<file path="src/dbg_pkg.sv">
// ---------------------------------------
// Shared widths, register map and FSM
// encodings of the debug core slice
// ---------------------------------------
package dbg_pkg;

    // Vector types
    typedef logic [8:0]  axil_addr_t;   // AXI4-Lite byte address
    typedef logic [6:0]  dmi_addr_t;    // DMI register address
    typedef logic [31:0] dmi_data_t;    // DMI/AXI data word, fuse value

    // Run-control command to the hart
    typedef enum logic {
        HART_CMD_HALT   = 1'b0,
        HART_CMD_RESUME = 1'b1
    } hart_cmd_e;

    typedef enum logic [1:0] {
        DM_IDLE     = 2'd0,
        DM_RESP     = 2'd1,
        DM_CMD_WAIT = 2'd2
    } dm_state_e;

    typedef enum logic [1:0] {
        AXIL_IDLE     = 2'd0,
        AXIL_DMI_WAIT = 2'd1,
        AXIL_BRESP    = 2'd2,
        AXIL_RRESP    = 2'd3
    } axil_state_e;

    localparam int unsigned RST_SYNC_STAGES = 2;

    // Debug module register map
    localparam dmi_addr_t DM_ADDR_DATA0     = 7'h04;
    localparam dmi_addr_t DM_ADDR_DMCONTROL = 7'h10;
    localparam dmi_addr_t DM_ADDR_DMSTATUS  = 7'h11;
    localparam dmi_addr_t DM_ADDR_HARTINFO  = 7'h12;

    // dmcontrol fields
    localparam int unsigned DMCTRL_DMACTIVE_BIT  = 0;
    localparam int unsigned DMCTRL_NDMRESET_BIT  = 1;
    localparam int unsigned DMCTRL_RESUMEREQ_BIT = 30;
    localparam int unsigned DMCTRL_HALTREQ_BIT   = 31;

    // dmstatus fields
    localparam int unsigned DMSTAT_ALLHALTED_BIT  = 9;
    localparam int unsigned DMSTAT_ALLRUNNING_BIT = 11;
    localparam int unsigned DMSTAT_ALLUNAVAIL_BIT = 13;

    localparam logic [1:0] AXIL_RESP_OKAY = 2'b00;

endpackage : dbg_pkg

</file>
<file path="src/dmi_if.sv">
// ---------------------------------------
// DMI link between the bus bridge and the
// debug module, one request in flight
// ---------------------------------------
interface dmi_if;
    import dbg_pkg::*;

    logic      req;     // Held until resp
    logic      wr;
    dmi_addr_t addr;
    dmi_data_t wdata;
    logic      resp;    // Single-cycle pulse
    dmi_data_t rdata;   // Valid with resp

    modport master (
        output req, wr, addr, wdata,
        input  resp, rdata
    );

    modport slave (
        input  req, wr, addr, wdata,
        output resp, rdata
    );

endinterface : dmi_if

</file>
<file path="src/dbg_core_top.sv">
// ---------------------------------------
// Debug core top with plain ports
// Bus bridge, debug module and reset unit
// ---------------------------------------
module dbg_core_top (
    input  logic                clk,
    input  logic                arst_n_i,
    input  logic                rst_n_i,
    input  logic                cpu_rst_n_i,
    output logic                core_rst_n_o,
    output logic                core_rdc_qlfy_o,
    // Fuse
    input  dbg_pkg::dmi_data_t  hart_id_fuse_i,
    // AXI4-Lite slave
    input  logic                s_awvalid_i,
    output logic                s_awready_o,
    input  dbg_pkg::axil_addr_t s_awaddr_i,
    input  logic                s_wvalid_i,
    output logic                s_wready_o,
    input  dbg_pkg::dmi_data_t  s_wdata_i,
    input  logic [3:0]          s_wstrb_i,
    output logic                s_bvalid_o,
    input  logic                s_bready_i,
    output logic [1:0]          s_bresp_o,
    input  logic                s_arvalid_i,
    output logic                s_arready_o,
    input  dbg_pkg::axil_addr_t s_araddr_i,
    output logic                s_rvalid_o,
    input  logic                s_rready_i,
    output dbg_pkg::dmi_data_t  s_rdata_o,
    output logic [1:0]          s_rresp_o,
    // Hart run control
    output logic                hart_cmd_req_o,
    output dbg_pkg::hart_cmd_e  hart_cmd_o,
    input  logic                hart_cmd_resp_i,
    input  logic                hart_halted_i
);

    logic ndm_rst_req;

    dmi_if dmi ();

    // ---------------------------------------
    // Bus side
    // ---------------------------------------
    dmi_axil_bridge i_bridge (
        .clk          (clk        ),
        .arst_n_i     (arst_n_i   ),
        .dmi          (dmi.master ),
        .s_awvalid_i  (s_awvalid_i),
        .s_awready_o  (s_awready_o),
        .s_awaddr_i   (s_awaddr_i ),
        .s_wvalid_i   (s_wvalid_i ),
        .s_wready_o   (s_wready_o ),
        .s_wdata_i    (s_wdata_i  ),
        .s_wstrb_i    (s_wstrb_i  ),
        .s_bvalid_o   (s_bvalid_o ),
        .s_bready_i   (s_bready_i ),
        .s_bresp_o    (s_bresp_o  ),
        .s_arvalid_i  (s_arvalid_i),
        .s_arready_o  (s_arready_o),
        .s_araddr_i   (s_araddr_i ),
        .s_rvalid_o   (s_rvalid_o ),
        .s_rready_i   (s_rready_i ),
        .s_rdata_o    (s_rdata_o  ),
        .s_rresp_o    (s_rresp_o  )
    );

    dm_ctrl i_dm (
        .clk             (clk            ),
        .arst_n_i        (arst_n_i       ),   // Survives ndmreset
        .dmi             (dmi.slave      ),
        .hart_id_fuse_i  (hart_id_fuse_i ),
        .core_rdc_qlfy_i (core_rdc_qlfy_o),
        .ndm_rst_req_o   (ndm_rst_req    ),
        .hart_cmd_req_o  (hart_cmd_req_o ),
        .hart_cmd_o      (hart_cmd_o     ),
        .hart_cmd_resp_i (hart_cmd_resp_i),
        .hart_halted_i   (hart_halted_i  )
    );

    // ---------------------------------------
    // Reset side
    // ---------------------------------------
    rst_ctrl_unit i_rst (
        .clk             (clk            ),
        .arst_n_i        (arst_n_i       ),
        .rst_n_i         (rst_n_i        ),
        .cpu_rst_n_i     (cpu_rst_n_i    ),
        .ndm_rst_req_i   (ndm_rst_req    ),
        .core_rst_n_o    (core_rst_n_o   ),
        .core_rdc_qlfy_o (core_rdc_qlfy_o)
    );

endmodule : dbg_core_top

</file>
<file path="src/dm_ctrl.sv">
// ---------------------------------------
// Debug module control
// Serves data0, dmcontrol, dmstatus and hartinfo
// over DMI and issues hart halt/resume commands
// ---------------------------------------
module dm_ctrl (
    input  logic               clk,
    input  logic               arst_n_i,
    dmi_if.slave               dmi,
    input  dbg_pkg::dmi_data_t hart_id_fuse_i,
    input  logic               core_rdc_qlfy_i,    // Core out of reset
    output logic               ndm_rst_req_o,
    output logic               hart_cmd_req_o,
    output dbg_pkg::hart_cmd_e hart_cmd_o,
    input  logic               hart_cmd_resp_i,
    input  logic               hart_halted_i
);
    import dbg_pkg::*;

    dm_state_e state_q;
    dm_state_e state_next;
    logic      dmactive_q;
    logic      ndmreset_q;
    logic      cmd_req_q;
    hart_cmd_e cmd_q;
    dmi_data_t data0_q;
    dmi_data_t rdata_q;
    dmi_data_t rd_mux;
    logic      halted_qlfy;
    logic      cmd_resp_qlfy;
    logic      acc;
    logic      wr_ctrl;
    logic      halt_req;
    logic      resume_req;
    logic      cmd_start;
    logic      cmd_done;

    // Hart signals are only trusted while the core is out of reset
    assign halted_qlfy   = hart_halted_i & core_rdc_qlfy_i;
    assign cmd_resp_qlfy = hart_cmd_resp_i & core_rdc_qlfy_i;

    assign acc        = (state_q == DM_IDLE) & dmi.req;
    assign wr_ctrl    = acc & dmi.wr & (dmi.addr == DM_ADDR_DMCONTROL);
    assign halt_req   = dmi.wdata[DMCTRL_HALTREQ_BIT];
    assign resume_req = dmi.wdata[DMCTRL_RESUMEREQ_BIT];
    assign cmd_start  = wr_ctrl & dmactive_q & dmi.wdata[DMCTRL_DMACTIVE_BIT]
                      & core_rdc_qlfy_i & (halt_req | resume_req);
    // Response from the hart, or the core went away meanwhile
    assign cmd_done   = cmd_resp_qlfy | ~core_rdc_qlfy_i;

    // ---------------------------------------
    // Register read mux
    // ---------------------------------------
    always_comb begin
        rd_mux = '0;
        case (dmi.addr)
            DM_ADDR_DATA0: begin
                if (dmactive_q) begin
                    rd_mux = data0_q;
                end
            end
            DM_ADDR_DMCONTROL: begin
                rd_mux[DMCTRL_DMACTIVE_BIT] = dmactive_q;
                rd_mux[DMCTRL_NDMRESET_BIT] = ndmreset_q;
            end
            DM_ADDR_DMSTATUS: begin
                rd_mux[DMSTAT_ALLHALTED_BIT]  = halted_qlfy;
                rd_mux[DMSTAT_ALLRUNNING_BIT] = core_rdc_qlfy_i & ~halted_qlfy;
                rd_mux[DMSTAT_ALLUNAVAIL_BIT] = ~core_rdc_qlfy_i;
            end
            DM_ADDR_HARTINFO: rd_mux = hart_id_fuse_i;
            default:          rd_mux = '0;
        endcase
    end

    // ---------------------------------------
    // Access and run-control FSM
    // ---------------------------------------
    always_comb begin
        state_next = state_q;
        case (state_q)
            DM_IDLE: begin
                if (cmd_start) begin
                    state_next = DM_CMD_WAIT;
                end else if (dmi.req) begin
                    state_next = DM_RESP;
                end
            end
            DM_CMD_WAIT: begin
                if (cmd_done) begin
                    state_next = DM_RESP;
                end
            end
            default: state_next = DM_IDLE;  // DM_RESP lasts one cycle
        endcase
    end

    always_ff @(posedge clk or negedge arst_n_i) begin
        if (!arst_n_i) begin
            state_q    <= DM_IDLE;
            dmactive_q <= 1'b0;
            ndmreset_q <= 1'b0;
            cmd_req_q  <= 1'b0;
            cmd_q      <= HART_CMD_HALT;
        end else begin
            state_q <= state_next;
            if (wr_ctrl) begin
                dmactive_q <= dmi.wdata[DMCTRL_DMACTIVE_BIT];
                if (dmactive_q) begin
                    // Deactivation also drops ndmreset
                    ndmreset_q <= dmi.wdata[DMCTRL_NDMRESET_BIT]
                                & dmi.wdata[DMCTRL_DMACTIVE_BIT];
                end
            end
            if (cmd_start) begin
                cmd_req_q <= 1'b1;
                cmd_q     <= halt_req ? HART_CMD_HALT : HART_CMD_RESUME;  // Halt first
            end else if ((state_q == DM_CMD_WAIT) && cmd_done) begin
                cmd_req_q <= 1'b0;
            end
        end
    end

    always_ff @(posedge clk) begin
        if (acc && dmi.wr && dmactive_q && (dmi.addr == DM_ADDR_DATA0)) begin
            data0_q <= dmi.wdata;
        end
        if (acc) begin
            rdata_q <= dmi.wr ? '0 : rd_mux;
        end
    end

    assign dmi.resp  = (state_q == DM_RESP);
    assign dmi.rdata = rdata_q;

    assign ndm_rst_req_o  = ndmreset_q;
    assign hart_cmd_req_o = cmd_req_q;
    assign hart_cmd_o     = cmd_q;

endmodule : dm_ctrl

</file>
<file path="src/dmi_axil_bridge.sv">
// ---------------------------------------
// AXI4-Lite slave for the debug module
// Each bus transaction becomes one DMI request
// Full-word access only, AW and W come together
// ---------------------------------------
module dmi_axil_bridge (
    input  logic                clk,
    input  logic                arst_n_i,
    dmi_if.master               dmi,
    // Write address and data
    input  logic                s_awvalid_i,
    output logic                s_awready_o,
    input  dbg_pkg::axil_addr_t s_awaddr_i,
    input  logic                s_wvalid_i,
    output logic                s_wready_o,
    input  dbg_pkg::dmi_data_t  s_wdata_i,
    input  logic [3:0]          s_wstrb_i,      // Byte lanes not supported
    // Write response
    output logic                s_bvalid_o,
    input  logic                s_bready_i,
    output logic [1:0]          s_bresp_o,
    // Read address and data
    input  logic                s_arvalid_i,
    output logic                s_arready_o,
    input  dbg_pkg::axil_addr_t s_araddr_i,
    output logic                s_rvalid_o,
    input  logic                s_rready_i,
    output dbg_pkg::dmi_data_t  s_rdata_o,
    output logic [1:0]          s_rresp_o
);
    import dbg_pkg::*;

    axil_state_e state_q;
    axil_state_e state_next;
    logic        idle_rdy_q;    // All address/data readies
    logic        bvalid_q;
    logic        rvalid_q;
    logic        wr_q;          // Current DMI op is a write
    logic        pend_wr_q;     // Write taken together with a read
    dmi_addr_t   rd_addr_q;
    dmi_addr_t   wr_addr_q;
    dmi_data_t   wdata_q;
    dmi_data_t   rdata_q;
    logic        rd_take;
    logic        wr_take;

    assign rd_take = idle_rdy_q & s_arvalid_i;
    assign wr_take = idle_rdy_q & s_awvalid_i & s_wvalid_i;

    // ---------------------------------------
    // Transaction FSM
    // ---------------------------------------
    always_comb begin
        state_next = state_q;
        case (state_q)
            AXIL_IDLE: begin
                if (rd_take || wr_take) begin
                    state_next = AXIL_DMI_WAIT;
                end
            end
            AXIL_DMI_WAIT: begin
                if (dmi.resp) begin
                    state_next = wr_q ? AXIL_BRESP : AXIL_RRESP;
                end
            end
            AXIL_BRESP: begin
                if (s_bready_i) begin
                    state_next = AXIL_IDLE;
                end
            end
            AXIL_RRESP: begin
                if (s_rready_i) begin
                    // Read went first, now serve the held write
                    state_next = pend_wr_q ? AXIL_DMI_WAIT : AXIL_IDLE;
                end
            end
            default: state_next = AXIL_IDLE;
        endcase
    end

    always_ff @(posedge clk or negedge arst_n_i) begin
        if (!arst_n_i) begin
            state_q    <= AXIL_IDLE;
            idle_rdy_q <= 1'b0;
            bvalid_q   <= 1'b0;
            rvalid_q   <= 1'b0;
            wr_q       <= 1'b0;
            pend_wr_q  <= 1'b0;
        end else begin
            state_q    <= state_next;
            idle_rdy_q <= (state_next == AXIL_IDLE);
            bvalid_q   <= (state_next == AXIL_BRESP);
            rvalid_q   <= (state_next == AXIL_RRESP);
            if (rd_take) begin
                wr_q      <= 1'b0;
                pend_wr_q <= wr_take;   // Read wins
            end else if (wr_take) begin
                wr_q <= 1'b1;
            end else if ((state_q == AXIL_RRESP) && s_rready_i && pend_wr_q) begin
                wr_q      <= 1'b1;
                pend_wr_q <= 1'b0;
            end
        end
    end

    // Address, write data and read data holding
    always_ff @(posedge clk) begin
        if (rd_take) begin
            rd_addr_q <= s_araddr_i[8:2];
        end
        if (wr_take) begin
            wr_addr_q <= s_awaddr_i[8:2];
            wdata_q   <= s_wdata_i;
        end
        if ((state_q == AXIL_DMI_WAIT) && dmi.resp && !wr_q) begin
            rdata_q <= dmi.rdata;   // Held until rready
        end
    end

    // ---------------------------------------
    // Outputs
    // ---------------------------------------
    assign dmi.req   = (state_q == AXIL_DMI_WAIT);
    assign dmi.wr    = wr_q;
    assign dmi.addr  = wr_q ? wr_addr_q : rd_addr_q;
    assign dmi.wdata = wdata_q;

    assign s_awready_o = idle_rdy_q;
    assign s_wready_o  = idle_rdy_q;
    assign s_arready_o = idle_rdy_q;
    assign s_bvalid_o  = bvalid_q;
    assign s_bresp_o   = AXIL_RESP_OKAY;
    assign s_rvalid_o  = rvalid_q;
    assign s_rdata_o   = rdata_q;
    assign s_rresp_o   = AXIL_RESP_OKAY;

endmodule : dmi_axil_bridge

</file>
<file path="src/rst_ctrl_unit.sv">
// ---------------------------------------
// Core reset generation
// Combines reset sources, synchronizes the
// release and marks when the core is usable
// ---------------------------------------
module rst_ctrl_unit (
    input  logic clk,
    input  logic arst_n_i,
    input  logic rst_n_i,
    input  logic cpu_rst_n_i,
    input  logic ndm_rst_req_i,     // From the debug module
    output logic core_rst_n_o,
    output logic core_rdc_qlfy_o
);
    import dbg_pkg::*;

    logic                       core_rst_req_n;
    logic [RST_SYNC_STAGES-1:0] sync_q;
    logic                       qlfy_q;

    // Core held in reset while any source asks for it
    assign core_rst_req_n = rst_n_i & cpu_rst_n_i & ~ndm_rst_req_i;

    always_ff @(posedge clk or negedge arst_n_i) begin
        if (!arst_n_i) begin
            sync_q <= '0;
            qlfy_q <= 1'b0;
        end else begin
            sync_q <= {sync_q[RST_SYNC_STAGES-2:0], core_rst_req_n};
            // Sets a cycle after release, clears with the core reset
            qlfy_q <= sync_q[RST_SYNC_STAGES-1] & sync_q[RST_SYNC_STAGES-2];
        end
    end

    assign core_rst_n_o    = sync_q[RST_SYNC_STAGES-1];
    assign core_rdc_qlfy_o = qlfy_q;

endmodule : rst_ctrl_unit

</file>
<file path="config.mk">
export PLATFORM = sky130hd
export DESIGN_NAME = dbg_core_top
export DESIGN_NICKNAME = d
export VERILOG_FILES = /design/src/dbg_pkg.sv /design/src/dmi_if.sv /design/src/dbg_core_top.sv /design/src/dm_ctrl.sv /design/src/dmi_axil_bridge.sv /design/src/rst_ctrl_unit.sv
export SDC_FILE = /design/constraint.sdc
export NUM_CORES = 1
export LEC_CHECK = 0
export BUFFER_PORTS_ARGS = -buffer_cell sky130_fd_sc_hd__buf_2
export CORE_ASPECT_RATIO = 0.8
export CORE_MARGIN = 2
export CORE_UTILIZATION = 40
export DETAILED_ROUTE_END_ITERATION = 7
export MAX_ROUTING_LAYER = met4
export RECOVER_POWER = 50
export SYNTH_ARGS = -nofsm -noshare
export SYNTH_HDL_FRONTEND = slang
export SYNTH_SLANG_ARGS = --single-unit
</file>
<file path="constraint.sdc">
create_clock -name clk -period 10 [get_ports clk]
set_clock_uncertainty 0.05 [all_clocks]
set_input_delay 1.5 -clock clk [delete_from_list [all_inputs] [get_ports clk]]
set_output_delay 1.5 -clock clk [all_outputs]
set_load 0.01 [all_outputs]
</file>
==> results of run 1 <==
==> power breakdown <==
part,switching [mW],leakage [nW],internal (mW),total (mW)
logic,0.164,0.797,0.0738,0.238
clock network,0.250,0.276,0.417,0.667
registers,0.0421,1.53,0.876,0.918
total,0.456,2.60,1.37,1.82
==> flip-flops by register name, indices dropped and copies added (netlist names) <==
signal,count
i_bridge.dmi.wdata,32
i_bridge.s_rdata_o,32
i_dm.data0_q,32
i_dm.dmi.rdata,32
i_bridge.rd_addr_q,7
i_bridge.wr_addr_q,7
i_bridge.state_q,2
i_dm.state_q,2
i_rst.sync_q,2
i_bridge.dmi.wr,1
i_bridge.pend_wr_q,1
i_bridge.s_arready_o,1
i_bridge.s_bvalid_o,1
i_bridge.s_rvalid_o,1
i_dm.dmactive_q,1
i_dm.hart_cmd_o,1
i_dm.hart_cmd_req_o,1
i_dm.ndm_rst_req_o,1
i_rst.core_rdc_qlfy_o,1
==> layout make-up <==
type	count	area, µm²	share of cell area
antenna	1	2.50	0.000346
clock buffer	18	429	0.0593
clock inverter	14	194	0.0268
inverter	4	15.0	0.00208
multi-input combinational	155	1010	0.140
sequential	158	4660	0.645
tap	184	230	0.0318
timing repair buffer	136	686	0.0948
==> per-stage QoR <==
stage / setup slack [ns] / instances / hold WS [ns]
2_1_floorplan: 6.52 / 338 / 0.296
3_3_place_gp: 7.15 / 637 / 0.298
3_5_place_dp: 7.11 / 637 / 0.308
4_1_cts: 7.17 / 669 / 0.321
5_1_grt: 6.93 / 670 / 0.331
6_report: 7.20 / 670 / 0.320
==> layout by cell type (no fill, tap or decap), drive strengths merged, types with 5 or more instances in the layout <==
| cell | netlist | final |
|---|---|---|
| a21oi | 6 | 6 |
| a32oi | 30 | 30 |
| buf | 13 | 130 |
| clkbuf | 8 | 24 |
| clkinvlp | 0 | 8 |
| dfrtp | 16 | 16 |
| edfxtp | 142 | 142 |
| nand2 | 10 | 10 |
| nand3 | 5 | 5 |
| nor2 | 33 | 33 |
| o21ai | 5 | 5 |
==> worst min path at each step <==
stage | depth (start not counted) | slack (ns) | endpoint
global placement | 0 | 0.30 | i_rst.sync_q[1]
floorplan | 0 | 0.30 | i_rst.sync_q[1]
finish | 0 | 0.32 | i_rst.sync_q[1]
global route | 0 | 0.33 | i_rst.sync_q[1]
CTS | 0 | 0.32 | i_rst.sync_q[1]
detailed placement | 0 | 0.31 | i_rst.sync_q[1]
==> cell families (layout without fill, tap and decap cells) <==
group | after synthesis | in the layout | synth area share
mux | 3 | 3 | 0.00541
flops | 158 | 158 | 0.807
buf+inv | 25 | 172 | 0.0219
other cells | 1 | 5 | 0.000649
compound gates | 58 | 58 | 0.0790
simple gates | 90 | 90 | 0.0859
==> per-layer routing <==
layer | up-vias | wire, µm | GRT usage
li1 | 1607 | - | -
met1 | 1604 | 5530 | 0.228
met2 | 158 | 5340 | 0.232
met3 | 17 | 933 | 0.0589
met4 | 0 | 167 | 0.0653
met5 | - | 0 | -
==> synth_stat cells, types with 5 or more instances <==
library cell,instances
sky130_fd_sc_hd__clkbuf_1,8
sky130_fd_sc_hd__a32oi_1,30
sky130_fd_sc_hd__nand2_1,10
sky130_fd_sc_hd__dfrtp_1,16
sky130_fd_sc_hd__nand3_1,5
sky130_fd_sc_hd__o21ai_0,5
sky130_fd_sc_hd__nor2_1,33
sky130_fd_sc_hd__edfxtp_1,142
sky130_fd_sc_hd__buf_2,5
sky130_fd_sc_hd__buf_4,7
sky130_fd_sc_hd__a21oi_1,6
==> flow_summary.toml, run 1 <==
[run_status]
status = "finished, violations left"
violations = "capacitance limit, slew limit"

[timing]
maxSlewHeadroom = -0.175
totalNegativeSetupSlack_ns = 0
final-max-slew-violation-count = 66
worst_slew_pin_slew_ns = 1.76
timing.final.setup_violations = 0
timing_hold_violations_final = 0
final_period_minus_worst_setup_slack_ns = 2.80
final_min_period_over_clock_period = 0.280
max_freq_mhz = 357
grt_setup_unrepaired = "false"

[route]
drt-pass1-iter-count = 5
route.vias.total = 3386
iter_0_drt_violations = 267
route.final.wire_length_um = 12000
route.detailed.wl_per_inst_um = 17.9
routed_via_density = 5.05
drtAntennaViolNets = 0
residual_drc = 0

[synth]
number_of_flops_mapped_to_enable_cells_by_yosys = 142
post_synthesis_instance_area_mm2 = 0.00578
synth_area_leader_cell = "sky130_fd_sc_hd__edfxtp_1"
synth.ff_latch_count = 158
main_area_contributors_after_synthesis = "sky130_fd_sc_hd__edfxtp_1 (74%), sky130_fd_sc_hd__dfrtp_1 (6.9%), sky130_fd_sc_hd__a32oi_1 (4.5%)"
yosys_warnings = 0
asyncSetResetFlopFracSynth = 0.101
netlist-cell-type-count = 47
postSynthAreaPerCell_um2 = 17.3
synth-seq-area-share = 0.807
synth_flop_cell = "sky130_fd_sc_hd__edfxtp_1"
syn_inst = 335
synth_largest_type_area_fraction = 0.738

[power]
power.density_mw_per_mm2 = 252
power.ir.vdd_worst_v = 0.000131
power_leakage_nw = 2.60
overall_power_of_the_completed_layout_mw = 1.82

[worst_setup_path]
critPathRequiredTime_ns = 10.02
r2r_cells = 7
crit_path_max_incr_delay_ns = 0.47
worst-path-stages = 7
worst-endpoint-arrival_ns = 2.81
worst_r2r_startpoint = "i_bridge.dmi.wr"
worstPathCellList = "buf_4 > or3b_1 > a22oi_2 > buf_4 > nand2_1 > nor2_2 > buf_4"
setup.worst_path.end_class = "register"
crit_path_max_fanout = 49
cp-startpoint = "i_bridge.dmi.wr"
setup.worst_path.end = "i_dm.data0_q[14]"
cpMaxStageDelayCell = "sky130_fd_sc_hd__or3b_1"
cpMostUsedCell = "sky130_fd_sc_hd__buf_4"
cpLargestDelayFamily = "buffers and inverters"
worst-r2r-setup-slack_ns = 7.20
criticalPathCategory = "register to register"
setup.worst_path.start_class = "register"
path_buf_inv = 3
crit-reg2reg-capture = "i_dm.data0_q[14]"

[grt]
groute.usage.overall = 0.168
grt_max_degree = 50
wire_length_of_the_first_global_routing_pass_um = 18800
globalRoute.totalOverflow = 0
vias_in_the_first_global_route = 3329
antenna_found_initial = 1

[final_layout]
post_route_cells_drive_above_1_share = 0.353
area_growth_syn_to_layout_pct = 25.2
filler_cell_count = 1216
finish.instance_area_mm2 = 0.00723
finalCoreUtilization = 0.509
fin_nets = 569

[clock_tree]
cts_resizes = 0
ctsHtreeMaxLevel = 4
clock_tree.buffer_depth = 2
clock_insertion_delay_worst_skew_ns = 0.42
worst_setup_hold_path_clk_slew_ns = 0.06
tritoncts_clock_tree = "yes"
post_cts_hold_buffer_count = 0
numCtsBuffers = 17
postCtsSetupBuffers = 0
cts-root-buf = "sky130_fd_sc_hd__clkbuf_16"
tritoncts_num_sinks = 158

[floorplanning]
die_w_um = 138
boundaryPins = 142
die_height_um = 112
fp.dieArea_mm2 = 0.0154
core.rowCount = 39
initial_utilization = 0.407
core_region_area_mm2 = 0.0142

[worst_hold_path]
hold_path.class = "register to register"
timing.hold.worst.start = "i_rst.sync_q[0]"

[placed_design]
postPlaceCellArea_mm2 = 0.00662
detailed_place_hpwl_um = 8090
gp_congestion = 0.864
port-buffer-count = 129

[flow_run]
drv_cap = 2
Note: power is estimated with default switching activity, not from simulation.
==> run 2: changes to the inputs <==
Settings changed: ABC_AREA from default to 1.
Clock period 10 ns to 2.9 ns, I/O delays scaled along.
==> flow_summary.toml, run 2 <==
[route]
iter_0_drt_violations = 265
route.detailed.wl_per_inst_um = 14.9
drt-pass1-iter-count = 5
route.vias.total = 3343
drtAntennaViolNets = 0
routed_via_density = 4.48
route.final.wire_length_um = 11100
residual_drc = 0

[synth]
synth.mux.area_fraction = 0
syn_inst = 406
postSynthAreaPerCell_um2 = 14.5
synth_simple_gate_area_share = 0.113
synth_area_leader_cell = "sky130_fd_sc_hd__edfxtp_1"
yosys.cell_count.top_type = "sky130_fd_sc_hd__edfxtp_1"
main_area_contributors_after_synthesis = "sky130_fd_sc_hd__edfxtp_1 (73%), sky130_fd_sc_hd__dfrtp_1 (6.8%), sky130_fd_sc_hd__nand2_1 (6.1%)"
synth_compound_area_frac = 0.0428
synth_largest_type_area_fraction = 0.726
synth_flop_cell = "sky130_fd_sc_hd__edfxtp_1"
netlist-cell-type-count = 32
asyncSetResetFlopFracSynth = 0.101
synth.cells.most_frequent = "sky130_fd_sc_hd__edfxtp_1 (142), sky130_fd_sc_hd__nand2_1 (95), sky130_fd_sc_hd__inv_1 (38)"
post_synthesis_instance_area_mm2 = 0.00587
synth_top_family_by_area = "simple AND/OR/NAND/NOR gates"
post_synth_fa_ha_maj_area_fraction = 0
yosys_warnings = 0
synth-seq-area-share = 0.794
number_of_flops_mapped_to_enable_cells_by_yosys = 142
synth.ff_latch_count = 158
post_synth_xor_area_fraction = 0

[grt]
antenna_found_initial = 2
global_route.usage.met3 = 0.0444
globalRoute.totalOverflow = 0
grt_util_met1 = 0.213
globalRouteMet2Util = 0.209
wire_length_of_the_first_global_routing_pass_um = 17200
grt_max_degree = 42
groute.usage.overall = 0.154
vias_in_the_first_global_route = 3255
grt_busiest_layer = "met1"

[clock_tree]
ctsHtreeMaxLevel = 4
tritoncts_num_sinks = 158
worst_setup_hold_path_clk_slew_ns = 0.06
clock_insertion_delay_worst_skew_ns = 0.42
cts-root-buf = "sky130_fd_sc_hd__clkbuf_16"
clock_tree.buffer_depth = 2
tritoncts_clock_tree = "yes"
numCtsBuffers = 17
cts_resizes = 0

[run_status]
status = "complete, no violations"

[floorplanning]
core_region_area_mm2 = 0.0143
die_w_um = 139
initial_utilization = 0.411
fp.dieArea_mm2 = 0.0157
core.rowCount = 39
boundaryPins = 142
die_height_um = 112

[timing]
final_period_minus_worst_setup_slack_ns = 2.43
totalNegativeSetupSlack_ns = 0
final-max-slew-violation-count = 0
timing_hold_violations_final = 0
final_min_period_over_clock_period = 0.837
timing.final.setup_violations = 0
worst_hold_slack_ns = 0.138
fin_ws_ns = 0.474
max_freq_mhz = 412
grt_setup_unrepaired = "false"
maxSlewHeadroom = 0.318
worst_slew_pin_slew_ns = 1.02

[placed_design]
placed_cells = 711
port-buffer-count = 129
place_worst_setup_slack_ns = 0.487
postPlaceCellArea_mm2 = 0.00670
gp_congestion = 0.875
detailed_place_hpwl_um = 8040

[flow_run]
drv_cap = 0

[worst_setup_path]
crit_path_max_incr_delay_ns = 0.77
worst-r2r-setup-slack_ns = 0.47
critPathRequiredTime_ns = 3.09
r2r_cells = 5
worst_r2r_startpoint = "i_bridge.dmi.wr"
worst-endpoint-arrival_ns = 2.62
setup.worst_path.end = "i_dm.dmi.rdata[15]"
crit_path_max_fanout = 30
worstPathCellList = "nand3b_1 > a21oi_4 > and2_4 > nand2_1 > a21oi_1"
setup.worst_path.end_class = "register"
criticalPathCategory = "register to register"
cp-startpoint = "i_bridge.dmi.wr"
cpMaxStageDelayCell = "sky130_fd_sc_hd__dfrtp_1"
setup.worst_path.start_class = "register"
crit-reg2reg-capture = "i_dm.dmi.rdata[15]"

[power]
power.ir.vdd_worst_v = 0.000422
power.density_mw_per_mm2 = 832
power_leakage_nw = 2.77

[final_layout]
area_growth_syn_to_layout_pct = 22.1
ff_latch_area_mm2 = 0.00466
filler_cell_count = 1300
layout.cells.most_common = "sky130_fd_sc_hd__edfxtp_1"
multiInputGateArea_um2 = 958
finalNonFillerCells = 746
fin_nets = 644
post_route_cells_drive_above_1_share = 0.229
finish.instance_area_mm2 = 0.00717
most-common-layout-cells = "sky130_fd_sc_hd__edfxtp_1 (142), sky130_fd_sc_hd__nand2_1 (95), sky130_fd_sc_hd__buf_2 (84)"

[worst_hold_path]
hold_path.class = "input port to register"
## run 2: worst min path at each step
stage | startpoint | end | slack (ns) | cells after the start
final | s_awaddr_i[5] | i_bridge.wr_addr_q[3] | 0.14 | 1
after global routing | s_wdata_i[8] | i_bridge.dmi.wdata[8] | 0.12 | 1
after CTS | s_wdata_i[22] | i_bridge.dmi.wdata[22] | 0.12 | 1
after detailed placement | arst_n_i | i_bridge.s_rvalid_o | 0.32 | 1
after global placement | arst_n_i | i_bridge.s_rvalid_o | 0.31 | 1
after floorplan | arst_n_i | i_bridge.dmi.wr | 0.09 | 0
## run 2: through the flow
step | power [mW] | util
CTS | 6.06 | 0.505
floorplan | 3.77 | -
global route | 6.26 | 0.501
finish | 5.97 | 0.501
global placement | 4.07 | 0.468
detailed placement | 4.12 | 0.468
## run 2: kinds of logic after synthesis
family / Yosys count
and+or+nand+nor: 147
AOI/OAI and AO/OA: 44
other: 1
buffers and inverters: 56
DFF: 158
## run 2: critical path: cells and delay by family, from the launching register on
kind	cells	cell delay (ns)
and+or+nand+nor	3	0.86
DFF	1	0.77
AOI/OAI and AO/OA	2	0.56
## run 2: final cells by class
| cell class | instances | share of cell area |
|---|---|---|
| sequential | 158 | 0.651 |
| multi-input combinational | 195 | 0.134 |
| timing repair buffer | 136 | 0.0896 |
| clock buffer | 21 | 0.0615 |
| tap | 184 | 0.0321 |
| inverter | 39 | 0.0211 |
| clock inverter | 11 | 0.0105 |
| antenna | 2 | 0.000698 |
## run 2: power breakdown
group | internal (mW) | total [mW] | switching, mW
registers | 3.01 | 3.17 | 0.160
logic | 0.240 | 0.862 | 0.622
clock network | 1.15 | 1.94 | 0.783
total | 4.40 | 5.97 | 1.57
## run 2: metal layers
metal	routed length [µm]	up-vias
met5	0	-
met4	170	0
met3	529	14
met2	5040	85
met1	5380	1557
li1	-	1687
## run 2: repair_timing
action                    CTS  global route
hold buffers                1             0
hold endpoints to repair   16             0
setup buffers               0             0
==> run 3: changes to the inputs <==
Clock period 2.9 ns to 2.2 ns, I/O delays scaled along.
==> flow_summary.toml, run 3 (same netlist as run 2, synthesis figures left out) <==
[run_status]
status = "complete, no violations"

[placed_design]
gp_congestion = 0.807
port-buffer-count = 129
postPlaceCellArea_mm2 = 0.00678
detailed_place_hpwl_um = 7890

[clock_tree]
ctsHtreeMaxLevel = 4
tritoncts_num_sinks = 158
tritoncts_clock_tree = "yes"
postCtsSetupBuffers = 0
clock_tree.buffer_depth = 2
cts-root-buf = "sky130_fd_sc_hd__clkbuf_16"
numCtsBuffers = 17
clock_insertion_delay_worst_skew_ns = 0.42
worst_setup_hold_path_clk_slew_ns = 0.06

[grt]
groute.usage.overall = 0.155
grt_max_degree = 33
globalRoute.totalOverflow = 0
antenna_found_initial = 0
vias_in_the_first_global_route = 3354
wire_length_of_the_first_global_routing_pass_um = 17300

[final_layout]
post_route_cells_drive_above_1_share = 0.317
insertedDiodeCount = 0
filler_cell_count = 1246
area_growth_syn_to_layout_pct = 25.7
layout.cells.most_common = "sky130_fd_sc_hd__edfxtp_1"
finalCoreUtilization = 0.516
most-common-layout-cells = "sky130_fd_sc_hd__edfxtp_1 (142), sky130_fd_sc_hd__buf_2 (125), sky130_fd_sc_hd__nand2_1 (95)"
finish.instance_area_mm2 = 0.00738
fin_nets = 649

[route]
drtAntennaViolNets = 0
residual_drc = 0
route.vias.total = 3399
route.final.wire_length_um = 10900
route.detailed.wl_per_inst_um = 14.6
drt-pass1-iter-count = 4
routed_via_density = 4.54
iter_0_drt_violations = 155

[timing]
max_freq_mhz = 494
timing_hold_violations_final = 0
final-max-slew-violation-count = 0
final_period_minus_worst_setup_slack_ns = 2.02
totalNegativeSetupSlack_ns = 0
timing.final.setup_violations = 0
grt_setup_unrepaired = "false"
final_min_period_over_clock_period = 0.919
worst_slew_pin_slew_ns = 1.01
maxSlewHeadroom = 0.327

[worst_setup_path]
criticalPathCategory = "register to register"
crit_path_max_fanout = 13
critPathRequiredTime_ns = 2.42
setup.worst_path.end_class = "register"
worst-endpoint-arrival_ns = 2.24
setup.worst_path.start_class = "register"

[floorplanning]
fp.dieArea_mm2 = 0.0157
initial_utilization = 0.411
core_region_area_mm2 = 0.0143
die_height_um = 112
core.rowCount = 39
boundaryPins = 142
die_w_um = 139

[power]
power.ir.vdd_worst_v = 0.000525
power.density_mw_per_mm2 = 1130
power_leakage_nw = 2.96

[flow_run]
drv_cap = 0

[worst_hold_path]
hold_path.class = "input port to register"
==> run 3: layer usage <==
| layer | GRT usage | wire length (µm) |
|---|---|---|
| met1 | 0.206 | 5240 |
| met4 | 0.0646 | 199 |
| met5 | - | 0 |
| met3 | 0.0563 | 617 |
| met2 | 0.214 | 4880 |
==> run 3: metrics by stage <==
step / power [mW] / hold slack (ns) / std cells / setup WS, ns
global route: 8.72 / 0.00144 / 749 / 0.0121
floorplan: 4.99 / -0.0156 / 409 / -0.0941
finish: 8.32 / 0.0288 / 749 / 0.177
global placement: 5.39 / 0.203 / 716 / 0.106
detailed placement: 5.44 / 0.215 / 716 / 0.0881
CTS: 8.42 / 0.00982 / 749 / 0.0560
==> run 3: area by class of cell <==
class,instances,area [µm²],share of cell area
clock buffer,18,429,0.0581
clock inverter,14,171,0.0232
inverter,39,151,0.0205
multi-input combinational,195,958,0.130
sequential,158,4670,0.632
tap,184,230,0.0312
timing repair buffer,141,777,0.105
==> run 3: final timing paths <==
kind	start	end	slack [ns]	cells after the start
setup / recovery	i_bridge.dmi.wr	i_dm.dmi.rdata[28]	0.18	10
hold / removal	s_awaddr_i[5]	i_bridge.wr_addr_q[3]	0.03	1
setup reg to reg	i_bridge.dmi.wr	i_dm.dmi.rdata[28]	0.18	10
hold reg to reg	i_rst.sync_q[0]	i_rst.sync_q[1]	0.33	0
max in group asynchronous	arst_n_i	i_bridge.dmi.wr	1.03	2
min in group asynchronous	arst_n_i	i_bridge.s_rvalid_o	0.48	2
==> run 3: power breakdown <==
group | internal, mW | total (mW) | switching [mW]
clock | 1.87 | 2.97 | 1.10
sequential | 3.96 | 4.13 | 0.174
combinational | 0.380 | 1.21 | 0.833
==> run 3: repair_timing <==
item,4_1_cts,5_1_grt
endpoints found under the hold margin,16,0
setup endpoints to repair,0,43
hold buffers,1,0
gates resized for setup,0,1
==> run 3: critical path: stages (launching register included) <==
cell	delay, ns
sky130_fd_sc_hd__dfrtp_2	0.50
sky130_fd_sc_hd__inv_6	0.16
sky130_fd_sc_hd__nand2_1	0.07
sky130_fd_sc_hd__nand2_1	0.09
sky130_fd_sc_hd__nand2_1	0.11
sky130_fd_sc_hd__nor2_4	0.19
sky130_fd_sc_hd__nand2_4	0.11
sky130_fd_sc_hd__nor2_8	0.20
sky130_fd_sc_hd__buf_12	0.16
sky130_fd_sc_hd__nand2_1	0.07
sky130_fd_sc_hd__a21oi_1	0.16
